### src/verilog/atl_pkg.sv
// atl_pkg
// widths, sizes and vector types shared by the packet narrowing path
`default_nettype none

package atl_pkg;

   // ---------------------------------------------------------------------
   // bus widths
   // ---------------------------------------------------------------------
   localparam int WIDE_W       = 64;   // sink side data word
   localparam int NARROW_W     = 32;   // output data word
   localparam int WIDE_MTY_W   = 3;    // empty bytes in a wide word
   localparam int NARROW_MTY_W = 2;
   localparam int ADR_W        = 8;    // packet address

   // ---------------------------------------------------------------------
   // lanes and buffering
   // ---------------------------------------------------------------------
   localparam int NUM_LANES    = 4;
   localparam int LANE_W       = 2;    // lane = low address bits
   localparam int BUF_DEPTH    = 16;   // words per lane buffer
   localparam int PTR_W        = 4;

   typedef logic [WIDE_W-1:0]       wide_dat_t;
   typedef logic [NARROW_W-1:0]     narrow_dat_t;
   typedef logic [WIDE_MTY_W-1:0]   wide_mty_t;
   typedef logic [NARROW_MTY_W-1:0] narrow_mty_t;
   typedef logic [ADR_W-1:0]        adr_t;
   typedef logic [LANE_W-1:0]       lane_t;
   typedef logic [PTR_W-1:0]        ptr_t;

endpackage

`default_nettype wire
### src/verilog/atl_packet_merge.sv
// atl_packet_merge
// round-robin packet arbiter over the lane converters, whole packets
// go one at a time onto the registered narrow output
`default_nettype none

module atl_packet_merge (
   input  wire                            clk,
   input  wire                            reset_n,
   input  wire [atl_pkg::NUM_LANES-1:0]   conv_rddav,
   output logic [atl_pkg::NUM_LANES-1:0]  conv_rdena,
   input  wire [atl_pkg::NUM_LANES-1:0]   conv_wrena,
   input  wire atl_pkg::narrow_dat_t      conv_dat [atl_pkg::NUM_LANES],
   input  wire atl_pkg::narrow_mty_t      conv_mty [atl_pkg::NUM_LANES],
   input  wire atl_pkg::adr_t             conv_adr [atl_pkg::NUM_LANES],
   input  wire [atl_pkg::NUM_LANES-1:0]   conv_sop,
   input  wire [atl_pkg::NUM_LANES-1:0]   conv_eop,
   input  wire [atl_pkg::NUM_LANES-1:0]   conv_err,
   input  wire                            out_rdena,
   output logic                           out_wrena,
   output atl_pkg::narrow_dat_t           out_dat,
   output atl_pkg::narrow_mty_t           out_mty,
   output atl_pkg::adr_t                  out_adr,
   output logic                           out_sop,
   output logic                           out_eop,
   output logic                           out_err
);

   logic [atl_pkg::NUM_LANES-1:0] grant;    // one-hot, zero while idle
   atl_pkg::lane_t                rr_ptr;   // lane granted last
   logic [atl_pkg::NUM_LANES-1:0] rdena_q;  // conv_rdena one cycle back
   logic                          hold;     // taken word waits for out_rdena
   atl_pkg::lane_t                nxt_lane;
   logic                          nxt_vld;
   logic                          take;     // fresh word from granted lane
   logic                          take_eop;

   // nearest lane after rr_ptr with a stored packet
   always_comb begin : pick
      atl_pkg::lane_t idx;
      nxt_vld  = 1'b0;
      nxt_lane = rr_ptr;
      for (int k = atl_pkg::NUM_LANES; k >= 1; k--) begin
         idx = rr_ptr + atl_pkg::lane_t'(k);
         if (conv_rddav[idx]) begin
            nxt_vld  = 1'b1;
            nxt_lane = idx;
         end
      end
   end

   // a word counts only if the converter was enabled to make it
   assign take     = (|grant) && conv_wrena[rr_ptr] && rdena_q[rr_ptr];
   assign take_eop = take && conv_eop[rr_ptr];

   // stop the lane as soon as its eop is taken
   assign conv_rdena = grant & {atl_pkg::NUM_LANES{out_rdena & ~hold & ~take_eop}};

   // ---------------------------------------------------------------------
   // grant and output strobe
   // ---------------------------------------------------------------------
   always_ff @(posedge clk or negedge reset_n) begin
      if (!reset_n) begin
         grant     <= '0;
         rr_ptr    <= '0;
         rdena_q   <= '0;
         hold      <= 1'b0;
         out_wrena <= 1'b0;
      end else begin
         rdena_q   <= conv_rdena;
         out_wrena <= (take | hold) & out_rdena;   // only after sink said yes
         hold      <= (take | hold) & ~out_rdena;
         if (take_eop) begin
            grant <= '0;                            // packet done
         end else if (grant == '0 && nxt_vld) begin
            grant           <= '0;
            grant[nxt_lane] <= 1'b1;
            rr_ptr          <= nxt_lane;
         end
      end
   end

   // output word, loaded from the granted converter
   always_ff @(posedge clk) begin
      if (take) begin
         out_dat <= conv_dat[rr_ptr];
         out_mty <= conv_mty[rr_ptr];
         out_adr <= conv_adr[rr_ptr];
         out_sop <= conv_sop[rr_ptr];
         out_eop <= conv_eop[rr_ptr];
         out_err <= conv_err[rr_ptr];
      end
   end

   // one lane at most, and it is the one rr_ptr selects
   a_grant_onehot0: assert property (@(posedge clk) disable iff (!reset_n)
      $onehot0(grant) && (grant == '0 || grant[rr_ptr]));

endmodule

`default_nettype wire

### config.mk
export PLATFORM = sky130hd
export DESIGN_NAME = atl_packet_merge
export DESIGN_NICKNAME = d
export VERILOG_FILES = /design/src/verilog/atl_pkg.sv /design/src/verilog/atl_packet_merge.sv
export SDC_FILE = /design/constraint.sdc
export NUM_CORES = 1
export LEC_CHECK = 0
export ABC_AREA = 0
export BUFFER_PORTS_ARGS = -buffer_cell sky130_fd_sc_hd__buf_2
export CELL_PAD_IN_SITES_DETAIL_PLACEMENT = 1
export CELL_PAD_IN_SITES_GLOBAL_PLACEMENT = 1
export CORE_MARGIN = 3
export CORE_UTILIZATION = 30
export DETAILED_ROUTE_END_ITERATION = 6
export PLACE_DENSITY_LB_ADDON = 0.05
export SYNTH_ARGS = -nofsm -noshare
export SYNTH_HDL_FRONTEND = slang
export SYNTH_SLANG_ARGS = --single-unit
export TNS_END_PERCENT = 20
### constraint.sdc
create_clock -name clk -period 6.4 [get_ports clk]
set_input_delay 1.92 -clock clk [delete_from_list [all_inputs] [get_ports clk]]
set_output_delay 1.92 -clock clk [all_outputs]
set_load 0.01 [all_outputs]
; ---- Yosys cells after proc, flatten, opt, wreduce, memory -nomap -nowiden
; Index checks and enable logic that the tools add are counted.
[totals]
latch_bits = 0
register_bits = 57
ram_bits = 0
mem_bits_ro = 0
elab_cells = 78
inputBits = 191
out_inout_bits = 50
n_memories = 0
[classes]
shifts = 0
n_reduce_logical = 9
n_mux = 38
div_mod_pow = 0
mul = 0
n_lt_le_gt_ge = 7
n_addsub = 3
eq_ne = 0
bitwise_logic = 10
[ops]
columns = op, count
row1 = $bmux W32 S2, 1
row2 = $mux W32, 2
row3 = $bmux W1 S2, 9
row4 = $bmux W8 S2, 1
row5 = $mux W8, 2
row6 = $lt A2 B3 Y1 const B, 5
row7 = $mux W1, 14
row8 = $mux W2, 5
row9 = $mux W4, 2
row10 = $logic_and A1 B1 Y1, 5
row11 = $add A2 B2 Y2 const B, 2
row12 = $and A1 B1 Y1, 4
row13 = $and A4 B4 Y4, 1
row14 = $bmux W2 S2, 1
row15 = $logic_not A4 Y1, 1
row16 = $reduce_or A4 Y1, 1
row17 = $ge A3 B3 Y1 const B, 1
row18 = $not A1 Y1, 3
row19 = $not A2 Y3, 1
row20 = $add A2 B1 Y2 const B, 1
row21 = $demux W1 S2, 1
row22 = $ge A2 B1 Y1 const B, 1
row23 = $reduce_and A2 Y1, 1
row24 = $reduce_bool A2 Y1, 1
row25 = $or A1 B1 Y1, 1

; ---- Depth between registers and ports, before layout
; Gate-level depths: netlist of the first run.
[depth]
word_depth = 12
mapped_depth = 5
mapped_depth_nobuf = 4

; ---- Worst setup path after synthesis of the first run
; Ideal clock, no wire load.
[synth_path]
path_type = input to output
startpoint = in conv_wrena[3] in the netlist's numbering
endpoint = out conv_rdena[0] in the netlist's numbering
cell_stages = 4
required_time_ns = 4.480
arrival_ns = 2.908
path_buffers = 0
path_slack_ns = 1.572
path_cell_list = and2_0 mux4_2 nand3_2 and4b_1
[synth_via]
elab_chain_len = 8
[synth_lines]
columns = element, line_no
row1 = from (decl), atl_packet_merge.sv:11  ; input wire [atl_pkg::NUM_LANES-1:0] conv_wrena,
row2 = $bmux W1 S2, atl_packet_merge.sv:52  ; assign take = (|grant) && conv_wrena[rr_ptr] && rdena_q[rr_ptr];
row3 = $mux W1 (not written as such), atl_packet_merge.sv:52
row4 = $logic_and A1 B1 Y1 (2 in a row), atl_packet_merge.sv:52
row5 = $logic_and A1 B1 Y1, atl_packet_merge.sv:53  ; assign take_eop = take && conv_eop[rr_ptr];
row6 = $not A1 Y1 (no source line), --
row7 = $and A1 B1 Y1, atl_packet_merge.sv:56  ; assign conv_rdena = grant & {atl_pkg::NUM_LANES{out_rdena & ~hold & ~take_eop}};
row8 = $and A4 B4 Y4, atl_packet_merge.sv:56
row9 = to (decl), atl_packet_merge.sv:10  ; output logic [atl_pkg::NUM_LANES-1:0] conv_rdena,
; Every way passes these cells. The select of a mux whose other input is x is not followed.

; ---- Worst setup path in the final report of the first run
[layout_path]
startpoint = in conv_wrena[3] in the netlist's numbering
endpoint = out conv_rdena[3] in the netlist's numbering
; The elaborated chain is that of the path after synthesis.

==> results by stage, run 1 <==
Run status:
- The run finished with clean final reports.

Clocking:
- The TritonCTS clock tree is built.
- The number of clock buffers added by TritonCTS is 9.
- The number of buffers on the longest clock path is 2.
- In this run the number of H-tree levels came out at 3.
- The clock transition time at the flip-flop clock pins of the worst setup and hold paths is 60 ps.
- The later pin in the worst-skew pair is clocked with a latency of 320 ps.
- The buffer cell driving the clock tree root is clkbuf_8.
- The clock net in this run drives a total of 57 sinks.
- After clock tree synthesis, the flow added hold-fix buffers numbering 0.
- The number of resized instances in the post-cts repair step is 0.
- In this run the post-CTS setup repair buffer count came out at 0.

Die:
- The die is 106 um tall.
- The floorplan die area is 11300 um2.
- After floorplanning, the core was sized to cover 9770 um2.
- From left edge to right edge, the die measures 106 um.
- The effective utilization at floorplan is 0.309.
- After floorplanning, the core was divided into 36 placement rows.
- In this run the count of I/O pins placed on the die edge is 241.

STA:
- The final-report max-slew violation count was 0.
- The transition time at the pin with the least slew margin is 912 ps.
- In the post-route analysis, the smallest setup slack over all paths is 1270 ps.
- The relative max-transition margin is 0.392.
- Setup violations remaining at the end of the flow were counted as 0.
- The worst clock skew on the final layout is 8.60 ps.
- After layout, the minimum clock period comes to 5130 ps.
- Based on the critical path, the design can be clocked at up to 0.195 GHz.
- Summed over all failing endpoints, the final setup total negative slack is 0 ps.
- The ratio of final minimum period to clock period is 0.802.
- Setup repair after global routing left no endpoint under its margin.
- The hold violation count in the final report is 0.

Finish:
- 0 antenna diodes ended up in the layout.
- Once layout is complete, the utilization of the core stands at 0.464.
- Of the cells placed in the final design, the portion with a size suffix greater than 1 is 0.776.
- The area added between synthesis and finish is 49.9%.
- The number of nets in the final layout is 584.

Routing:
- The detail route stage leaves a number of antenna-violating nets equal to 0.
- The routed length per instance is 18.3 um.
- Wires add up to 9700 um.
- The total iterations of the first detailed-routing run is 3.
- The ratio of routed vias to standard cells is 4.70.
- Across all layers, the routed design uses 2498 vias.
- The final routed DRC violation total is 0.
- The number of violations reported at the end of detailed-routing iteration 0 is 79.

Global route:
- Across every metal layer, demand over resource in global routing totals 0.168.
- The largest net degree at the start of global routing is 53.
- The final global-route overflow total is 0.
- The global-route wire length before repair is 14400 um.
- The number of antenna violations at the first check in global routing is 0.
- The number of global-route vias before repair is 2714.

Critical path:
- For the worst setup path, the data required time is 4480 ps.
- The buffering stage count on the worst path with inverters included is 2.
- The startpoint kind of the worst setup timing path is a primary input.
- The slowest stage of the critical path belongs to the cell mux4_2.
- The kind of critical path is primary input to output pin.
- The largest single stage delay on the critical path is 510 ps.
- Data on the critical path arrives at its endpoint at 3210 ps.
- The cell family with the largest share of critical-path delay is simple AND/OR/NAND/NOR gates.
- Walking the worst path, the cells encountered are buf_2, and2_0, mux4_2, nand3_2, and4b_1, buf_2.
- The kind of capture point of the worst setup path is an output pin.
- The peak fanout along the critical path is 8.
- The flop-to-flop setup slack is 3790 ps.
- The cell with the most instances on the worst path is buf_2.

Yosys:
- Ranked by total cell area, the synthesized netlist is headed by edfxtp_1 (45%), mux4_2 (34%), dfrtp_1 (9.9%), and4b_1 (1.3%), buf_4 (1.2%).
- For this run, the number of Yosys warnings is 0.
- The count of flip-flops with a built-in enable after synthesis is 45.
- The area of the mapped netlist is 3020 um2.
- The number of synthesized register bits is 57.
- Of all cell types, the one taking the most synthesized area is edfxtp_1.
- mux4_2 is the most common cell in the netlist.
- After synthesis, the most frequently instantiated cells are mux4_2 (46), edfxtp_1 (45), dfrtp_1 (12), buf_4 (5).
- The net count of the mapped netlist is 342.
- The share of synthesized flip-flops with an asynchronous set or reset is 0.211.
- The primary flip-flop cell chosen by synthesis mapping is edfxtp_1.
- The share of synthesized area in the top cell type comes to 0.447.
- The post-synthesis average cell area is 20.0 um2.
- The netlist uses 25 different library cells.
- The post-synthesis sequential area ratio is 0.546.
- The gate count of the mapped netlist is 151.

Placement:
- Prior to clock tree synthesis, the placed netlist has a worst setup slack of 1280 ps.
- The final weighted congestion in routability-driven placement is 0.712.
- The half-perimeter wire length after placement is 7930 um.
- The count of buffers added on input and output ports is 240.

Pwr:
- For this design the ratio of total power to cell area is 364 nW/um2.
- The reported leakage power is 2.01 nW.
- The maximum ir drop on the vdd rail is 0.159 mV.

Run:
- The count of max-cap constraint violations is 0.

Hold path:
- The worst hold-check path type is register to register.
[per-layer routing]
| layer | vias up | GRT usage | share of wire |
|---|---|---|---|
| li1 | 1150 | - | - |
| met1 | 1207 | 0.192 | 0.37 |
| met2 | 126 | 0.301 | 0.53 |
| met3 | 15 | 0.0474 | 0.082 |
| met4 | 0 | 0.0583 | 0.019 |
| met5 | - | 0 | 0 |
[kinds of logic (layout without fill, tap and decap cells)]
group | after synthesis | after routing | synth area share
compound gates | 13 | 13 | 0.0335
buf+inv | 11 | 258 | 0.0211
flops | 57 | 57 | 0.546
mux | 47 | 47 | 0.346
simple gates | 23 | 23 | 0.0530
[layout make-up]
| type | count | area (um2) |
|---|---|---|
| multi-input cells | 83 | 1310 |
| repair buffers | 242 | 1220 |
| well taps | 133 | 166 |
| clock inverters | 2 | 10.0 |
| flip-flops and latches | 57 | 1660 |
| fillers | 1085 | 5240 |
| clock buffers | 14 | 174 |
[flip-flops by register name (all words and copies together) (netlist names)]
signal / flops
out_eop: 1
out_wrena: 1
out_err: 1
rr_ptr: 2
hold: 1
out_mty: 2
out_sop: 1
out_adr: 8
rdena_q: 4
grant: 4
out_dat: 32
[cells in the final DEF, fill, tap and decap left out, drive strengths merged]
master     n
buf      242
mux4      46
edfxtp    45
clkbuf    14
dfrtp     12
and2       5
and4b      4
nor2       4
o21ai      4
nor2b      3
nand2b     2
o21a       2
o2bb2ai    2
a32o       2
clkinv     2
nand3      2
a21oi      2
or4        1
nand2      1
a21o       1
nand4      1
mux2       1
[through the flow]
step / power [mW] / instance area (um2) / std cells / hold slack (ps)
after detailed placement: 1.38 / 4350 / 515 / 520
after floorplan: 1.16 / 3020 / 151 / 472
after CTS: 1.69 / 4530 / 531 / 533
after global routing: 1.77 / 4530 / 531 / 557
after global placement: 1.37 / 4350 / 515 / 520
final: 1.65 / 4530 / 531 / 526
[power breakdown]
group	total, mW	internal (mW)	switching, mW
Sequential	0.673	0.564	0.108
Clock	0.307	0.174	0.133
Combinational	0.672	0.390	0.281
Total	1.65	1.13	0.523
[worst paths after layout]
| path | end | cells past startpoint | start |
|---|---|---|---|
| setup / recovery | conv_rdena[3] | 6 | conv_wrena[3] |
| hold / removal | grant[2] | 1 | grant[2] |
| setup reg to reg | out_dat[10] | 3 | rr_ptr[0] |
| hold reg to reg | grant[2] | 1 | grant[2] |
| max in group asynchronous | rr_ptr[0] | 1 | reset_n |
| min in group asynchronous | hold | 1 | reset_n |
(Power assumes the default switching activity.)
==> inputs of run 2 (changes only) <==
--- a/config.mk
+++ b/config.mk
@@ -5,12 +5,12 @@
 export SDC_FILE = /design/constraint.sdc
 export NUM_CORES = 1
 export LEC_CHECK = 0
-export ABC_AREA = 0
+export ABC_AREA = 1
 export BUFFER_PORTS_ARGS = -buffer_cell sky130_fd_sc_hd__buf_2
 export CELL_PAD_IN_SITES_DETAIL_PLACEMENT = 1
 export CELL_PAD_IN_SITES_GLOBAL_PLACEMENT = 1
 export CORE_MARGIN = 3
-export CORE_UTILIZATION = 30
+export CORE_UTILIZATION = 25
 export DETAILED_ROUTE_END_ITERATION = 6
 export PLACE_DENSITY_LB_ADDON = 0.05
 export SYNTH_ARGS = -nofsm -noshare
==> constraint.sdc (replaced) <==
create_clock -name clk -period 4.3 [get_ports clk]
set_input_delay 1.29 -clock clk [delete_from_list [all_inputs] [get_ports clk]]
set_output_delay 1.29 -clock clk [all_outputs]
set_load 0.01 [all_outputs]
==> run 2 against run 1 <==
Largest power group is now combinational cells. Critical path depth grew 3. Setup slack got worse by 720 ps. Synthesized cell count up 120%. Cell area grew 4.0%. Combinational power rose by 96%. Clock skew down 0.77 ps.
==> results by stage, run 2 <==
STA:
- The transition time at the pin with the least slew margin is 990 ps (was 912 ps).
- Static timing analysis puts the maximum clock frequency at 0.266 GHz.
- The relative max-transition margin is 0.339 (was 0.392).
- After layout, the minimum clock period comes to 3750 ps.
- The number of endpoints failing setup at the final stage came to 0 (unchanged).
- The hold violation count in the final report came to 0 (unchanged).
- The worst clock skew on the final layout came to 7.83 ps (was 8.60 ps).
- The ratio of final minimum period to clock period is 0.873.
- The total negative slack is 0 ps (unchanged).
- Unrepaired setup endpoints after global routing: false (unchanged).
- The final-report max-slew violation count is 0 (unchanged).
- The worst-case hold slack is 540 ps (was 526 ps).

Finish:
- The final instance area was 4720 um2 (was 4530 um2).
- The share of cells above drive strength 1 is 0.483 (was 0.776).
- The flip-flop count of the largest register, all copies and words added is 32 (unchanged).
- The number of nets in the final layout is 759 (was 584).
- Most used cells in the layout excluding fill and tap cells: buf_2 (240), nand2_1 (106), a22oi_1 (74) (was buf_2 (240), mux4_2 (46), edfxtp_1 (45)).
- Largest registers: out_dat x32, out_adr x8 (unchanged).
- The area added between synthesis and finish is 52.5% (was 49.9%).
- The final core area utilization is 0.401 (was 0.464).
- The top register by number of flip-flops is out_dat (unchanged).
- The most common cell after layout, fill and taps aside is buf_2 (unchanged).
- The antenna diode instance count came to 0 (unchanged).

Global route:
- The global-route wire length before repair was 18500 um (was 14400 um).
- The number of antenna violations at the first check in global routing is 0 (unchanged).
- The final global-route overflow total came to 0 (unchanged).
- The largest net degree at the start of global routing is 46 (was 53).
- The number of global-route vias before repair was 3390 (was 2714).
- The total routing usage reported by global routing is 0.179 (was 0.168).

Yosys:
- The number of synthesized register bits is 57 (unchanged).
- The area of the mapped netlist is 3090 um2 (was 3020 um2).
- The synthesis warning total is 0 (unchanged).
- Top cells by area, synth: edfxtp_1 (44%), a22oi_1 (18%), nand2_1 (13%), dfrtp_1 (9.7%), nand3_1 (4.4%) (was edfxtp_1 (45%), mux4_2 (34%), dfrtp_1 (9.9%), and4b_1 (1.3%), buf_4 (1.2%)).
- The number of different library cells in the post-synthesis netlist is 22 (was 25).
- The net count of the mapped netlist is 521 (was 342).
- The gate count of the mapped netlist is 330 (was 151).
- The share of synthesized flip-flops with an asynchronous set or reset came to 0.211 (unchanged).
- The library cell occupying the most area in the post-synthesis netlist is edfxtp_1 (unchanged).
- Commonest cells in the netlist: nand2_1 (106), a22oi_1 (74), edfxtp_1 (45), nand3_1 (27), buf_2 (17) (was mux4_2 (46), edfxtp_1 (45), dfrtp_1 (12), buf_4 (5)).
- The primary flip-flop cell chosen by synthesis mapping is edfxtp_1 (unchanged).
- The most frequently used cell type in the post-synthesis netlist is nand2_1 (was mux4_2).
- The area share of the largest cell type after synthesis was 0.437 (was 0.447).
- The count of flip-flops with a built-in enable after synthesis is 45 (unchanged).
- The post-synthesis sequential area ratio is 0.534 (was 0.546).
- The post-synthesis average cell area came to 9.37 um2 (was 20.0 um2).

Critical path:
- The kind of critical path is register to output pin (was primary input to output pin).
- The delay of the slowest cell on the worst path came to 670 ps (was 510 ps).
- The required time of the critical path is 3010 ps (was 4480 ps).
- The cell with the most instances on the worst path is nand3_2 (was buf_2).
- The startpoint kind of the worst setup timing path was a register (was primary input).
- The kind of capture point of the worst setup path is an output pin (unchanged).
- The buffering stage count on the worst path with inverters included is 3 (was 2).
- The peak fanout along the critical path is 19 (was 8).
- The endpoint arrival time on the critical path was 2460 ps (was 3210 ps).
- CP Cell Sequence: inv_2, nor2_4, buf_4, nand2_1, nand4_2, nand3_2, nand3_2, nor2_1, buf_2 (was buf_2, and2_0, mux4_2, nand3_2, and4b_1, buf_2).
- The cell family with the largest share of critical-path delay is simple AND/OR/NAND/NOR gates (unchanged).
- The critical path's slowest cell was dfrtp_1 (was mux4_2).

Placement:
- The final weighted congestion in routability-driven placement is 0.737 (was 0.712).
- The half-perimeter wire length after placement is 10600 um (was 7930 um).
- The count of input and output buffers is 240 (unchanged).
- The area of placed instances is 4450 um2 (was 4350 um2).

Pwr:
- The reported leakage power is 2.34 nW (was 2.01 nW).
- The sum of internal, switching and leakage power is 2.78 mW (was 1.65 mW).
- The maximum ir drop on the vdd rail was 0.253 mV (was 0.159 mV).
- The total power per unit cell area is 589 nW/um2 (was 364 nW/um2).

Routing:
- The total iterations of the first detailed-routing run came to 4 (was 3).
- The number of violations reported at the end of detailed-routing iteration 0 is 114 (was 79).
- The number of nets with antenna violations after routing is 0 (unchanged).
- The ratio of routed vias to standard cells is 4.59 (was 4.70).
- The routed length per instance is 17.9 um (was 18.3 um).
- The final routed DRC violation total is 0 (unchanged).
- The count of vias placed by the detailed router is 3381 (was 2498).
- The sum of routed wire length over all layers came to 13200 um (was 9700 um).

Clocking:
- The buffer count from post-CTS setup fixing was 0 (unchanged).
- The number of hold buffers added after cts is 0 (unchanged).
- The number of resized instances in the post-cts repair step was 0 (unchanged).
- The TritonCTS buffer count is 9 (unchanged).
- The TritonCTS clock tree is built (unchanged).
- The clock transition time at the flip-flop clock pins of the worst setup and hold paths was 50 ps (was 60 ps).
- The clock sink count is 57 (unchanged).
- The number of buffers on the longest clock path was 2 (unchanged).
- The buffer cell driving the clock tree root is clkbuf_16 (was clkbuf_8).
- The clock latency on the worst-skew pair is 320 ps (about the same).
- The H-tree depth came to 3 (unchanged).

Run status:
- Outcome: complete, no violations (unchanged).

Die:
- The number of placed I/O pins was 241 (unchanged).
- The chip height is 117 um (was 106 um).
- The effective utilization at floorplan came to 0.263 (was 0.309).
- The count of standard-cell rows is 39 (was 36).
- The floorplan die area is 13700 um2 (was 11300 um2).
- The width of the die came to 117 um (was 106 um).
- The floorplan core area came to 11800 um2 (was 9770 um2).

Hold path:
- The worst hold-check path type is register to register (unchanged).

Run:
- The count of max-cap constraint violations came to 0 (unchanged).
run 2: cell types whose count changed after synthesis, sizes merged, moves of 3 or more:
cell | before | now
and2 | 5 | 0
nor2b | 3 | 0
mux4 | 46 | 0
nor2 | 4 | 12
a22oi | 0 | 75
buf | 8 | 21
nand3 | 2 | 29
nand2 | 1 | 109
inv | 0 | 18
and4b | 4 | 0
clkbuf | 3 | 0
run 2: layout make-up:
class / count / area (um2)
Clock inverter: 6 / 35.0
Clock buffer: 10 / 229
Fill cell: 1432 / 7040
Tap cell: 164 / 205
Timing Repair Buffer: 248 / 1260
Multi-Input combinational cell: 234 / 1270
Sequential cell: 57 / 1650
Inverter: 18 / 67.6
run 2: metal layers:
metal  GRT usage  wire (um)
met5           0          0
met4      0.0413         94
met3      0.0386        923
met2       0.332       7000
met1       0.210       5150
run 2: through the flow:
step	setup WS, ps	instances
floorplan	1060	330
global placement	812	721
detailed placement	790	721
CTS	478	737
global route	323	737
finish	546	737
run 2: worst min-delay path, delay by kind of cell (launching register included):
kind                   cells  cell delay, ps
DFF                        1             390
buffers and inverters      1              60
and+or+nand+nor            1              50
run 2: path summary, 6_finish.rpt:
path / start / to / slack, ps / depth (start not counted)
min in group asynchronous: reset_n / grant[3] / 850 / 1
setup / recovery: rr_ptr[0] / conv_rdena[3] / 550 / 9
setup reg to reg: rr_ptr[0] / out_dat[19] / 1560 / 9
max in group asynchronous: reset_n / rr_ptr[1] / 3230 / 1
hold reg to reg: grant[1] / rdena_q[1] / 540 / 2
hold / removal: grant[1] / rdena_q[1] / 540 / 2
run 2: cells by family (layout without fill, tap and decap cells):
family                 after synthesis  count (layout)  share of synthesized area
DFF                                 57              57                      0.534
buffers and inverters               39             282                     0.0627
AOI/OAI and AO/OA                   81              81                      0.195
and+or+nand+nor                    153             153                      0.208
run 2: where the power goes:
group / switching [mW] / internal [mW]
registers: 0.0563 / 0.775
clock network: 0.243 / 0.385
logic: 0.847 / 0.474
total: 1.15 / 1.63
==> inputs of run 3 (changes only) <==
--- a/config.mk
+++ b/config.mk
@@ -12,7 +12,7 @@
 export CORE_MARGIN = 3
 export CORE_UTILIZATION = 25
 export DETAILED_ROUTE_END_ITERATION = 6
-export PLACE_DENSITY_LB_ADDON = 0.05
+export PLACE_DENSITY_LB_ADDON = 0.3
 export SYNTH_ARGS = -nofsm -noshare
 export SYNTH_HDL_FRONTEND = slang
 export SYNTH_SLANG_ARGS = --single-unit
==> run 3 against run 2 <==
Sequential share of layout area is 0.065 points higher. Clock skew is 0.67 ps lower. Routed wire length is 1.3% lower. Largest cell class unchanged. Cell count is 0.68% lower. Via count is 1.2% higher.
==> results by stage, run 3 (synthesized netlist as in run 2, its figures left out) <==
Routing:
- The sum of routed wire length over all layers came to 13000 um (was 13200 um).
- The final routed DRC violation total was 0 (unchanged).
- The number of nets with antenna violations after routing is 0 (unchanged).
- The number of violations reported at the end of detailed-routing iteration 0 is 118 (was 114).
- The count of vias placed by the detailed router is 3423 (was 3381).
- The routed length per instance was 17.7 um (was 17.9 um).
- The total iterations of the first detailed-routing run came to 4 (unchanged).
- The ratio of routed vias to standard cells is 4.68 (was 4.59).

Pwr:
- The reported leakage power is 2.32 nW (was 2.34 nW).
- The total power per unit cell area is 594 nW/um2 (was 589 nW/um2).
- The sum of internal, switching and leakage power is 2.79 mW (was 2.78 mW).
- The maximum ir drop on the vdd rail is 0.393 mV (was 0.253 mV).

Clocking:
- The clock latency on the worst-skew pair is 320 ps (about the same).
- The H-tree depth is 3 (unchanged).
- The TritonCTS clock tree was built (unchanged).
- The buffer cell driving the clock tree root is clkbuf_16 (unchanged).
- The clock transition time at the flip-flop clock pins of the worst setup and hold paths is 50 ps (about the same).
- The number of resized instances in the post-cts repair step is 0 (unchanged).
- The buffer count from post-CTS setup fixing is 0 (unchanged).
- The clock sink count is 57 (unchanged).
- The number of hold buffers added after cts came to 0 (unchanged).
- The number of buffers on the longest clock path is 2 (unchanged).
- The TritonCTS buffer count is 9 (unchanged).

Critical path:
- The endpoint arrival time on the critical path is 2250 ps (was 2460 ps).
- The required time of the critical path came to 3010 ps (about the same).
- The buffering stage count on the worst path with inverters included is 2 (was 3).
- The kind of capture point of the worst setup path is an output pin (unchanged).
- The cell family with the largest share of critical-path delay is simple AND/OR/NAND/NOR gates (unchanged).
- The path depth of the worst reg2reg path was 8 (was 9).
- The critical path's slowest cell is a22oi_2 (was dfrtp_1).
- CP Cell Sequence: buf_2, a22oi_2, nand3_1, nand3_2, nand3_2, nor2_1, buf_2 (was inv_2, nor2_4, buf_4, nand2_1, nand4_2, nand3_2, nand3_2, nor2_1, buf_2).
- The kind of critical path is primary input to output pin (was register to output pin).
- The beginning of the worst register-to-register path is rr_ptr[0] (unchanged).
- The delay of the slowest cell on the worst path came to 160 ps (was 670 ps).
- The peak fanout along the critical path came to 5 (was 19).
- The startpoint kind of the worst setup timing path was a primary input (was register).
- The launching element of the worst setup path is conv_wrena[0] (was rr_ptr[0]).
- The number of cells on the critical path came to 7 (was 9).

Die:
- The floorplan core area is 11800 um2 (unchanged).
- The number of placed I/O pins is 241 (unchanged).
- The effective utilization at floorplan is 0.263 (unchanged).
- The chip height is 117 um (unchanged).
- The floorplan die area came to 13700 um2 (unchanged).
- The width of the die is 117 um (unchanged).
- The count of standard-cell rows is 39 (unchanged).

Global route:
- The final global-route overflow total is 0 (unchanged).
- The number of antenna violations at the first check in global routing is 0 (unchanged).
- The number of global-route vias before repair is 3546 (was 3390).
- The largest net degree at the start of global routing is 46 (unchanged).
- The total routing usage reported by global routing is 0.175 (was 0.179).
- The global-route wire length before repair was 18200 um (was 18500 um).

Placement:
- The half-perimeter wire length after placement is 10300 um (was 10600 um).
- The count of input and output buffers came to 240 (unchanged).
- The final weighted congestion in routability-driven placement came to 0.840 (was 0.737).
- The worst setup slack after placement is 759 ps (was 790 ps).
- The number of instances in the placed design is 717 (was 721).
- The area of placed instances is 4420 um2 (was 4450 um2).

Finish:
- The flip-flop count of the largest register, all copies and words added is 32 (unchanged).
- The antenna diode instance count is 0 (unchanged).
- The most common cell after layout, fill and taps aside is buf_2 (unchanged).
- The number of nets in the final layout is 755 (was 759).
- The count of filler cells inserted in the layout came to 1425 (was 1432).
- Most used cells in the layout excluding fill and tap cells: buf_2 (240), nand2_1 (106), a22oi_1 (74) (unchanged).
- The area of all sequential standard cells is 1650 um2 (unchanged).
- The area added between synthesis and finish came to 52.2% (was 52.5%).
- Largest registers: out_dat x32, out_adr x8 (unchanged).
- The share of cells above drive strength 1 is 0.481 (was 0.483).
- The multi-input combinational cell area is 1270 um2 (unchanged).
- The top register by number of flip-flops is out_dat (unchanged).
- The final instance area was 4710 um2 (was 4720 um2).
- The post-route non-filler standard cell count came to 732 (was 737).

STA:
- The highest clock frequency the design can meet came to 0.283 GHz (was 0.266 GHz).
- The transition time at the pin with the least slew margin was 962 ps (was 990 ps).
- The relative max-transition margin came to 0.358 (was 0.339).
- The ratio of final minimum period to clock period is 0.823 (was 0.873).
- The total negative slack is 0 ps (unchanged).
- Unrepaired setup endpoints after global routing: false (unchanged).
- The time the worst path needs with I/O delays and setup was 3540 ps (was 3750 ps).
- The worst clock skew on the final layout is 7.16 ps (was 7.83 ps).
- The hold violation count in the final report came to 0 (unchanged).
- The number of endpoints failing setup at the final stage came to 0 (unchanged).
- The minimum setup slack in the final design came to 762 ps (was 546 ps).
- The final-report max-slew violation count is 0 (unchanged).

Hold path:
- The hold path startpoint was grant[2] (was grant[1]).
- The worst hold-check path type is register to register (unchanged).
- The depth of the worst hold-timing path is 2 (unchanged).

Run status:
- Outcome: complete, no violations (unchanged).

Run:
- The count of max-cap constraint violations is 0 (unchanged).
[run 3: layer usage]
metal / vias to the layer above / track usage / routed length [um]
met4: 0 / 0.0497 / 195
met5: - / 0 / 0
met2: 122 / 0.341 / 7090
met1: 1622 / 0.183 / 4790
li1: 1664 / - / -
met3: 15 / 0.0432 / 913
[run 3: worst min-delay path: stages (launching register included)]
cell	delay (ps)
dfrtp_1	390
inv_1	70
nor2_1	50
[run 3: metrics by stage]
stage                util  hold WS (ps)
finish              0.400           553
global route        0.400           576
CTS                 0.400           556
detailed placement  0.376           539
global placement    0.376           526
floorplan               -           498
[run 3: cell type report]
type | instances | area share
Clock buffer | 9 | 0.0478
Inverter | 18 | 0.0144
Tap cell | 164 | 0.0436
Sequential cell | 57 | 0.351
Clock inverter | 6 | 0.0128
Timing Repair Buffer | 244 | 0.262
Multi-Input combinational cell | 234 | 0.269
[run 3: path summary, 6_finish.rpt]
path | endpoint | slack [ps]
setup / recovery | conv_rdena[2] | 760
hold / removal | rdena_q[2] | 550
setup reg to reg | out_adr[6] | 1750
hold reg to reg | rdena_q[2] | 550
max in group asynchronous | rr_ptr[0] | 3250
min in group asynchronous | rdena_q[0] | 840
[run 3: power by group]
| group | switching, mW | total [mW] | leakage [nW] | internal [mW] |
|---|---|---|---|---|
| logic | 0.835 | 1.29 | 1.62 | 0.450 |
| registers | 0.0573 | 0.832 | 0.567 | 0.775 |
| clock network | 0.236 | 0.677 | 0.137 | 0.440 |
| total | 1.13 | 2.79 | 2.32 | 1.67 |
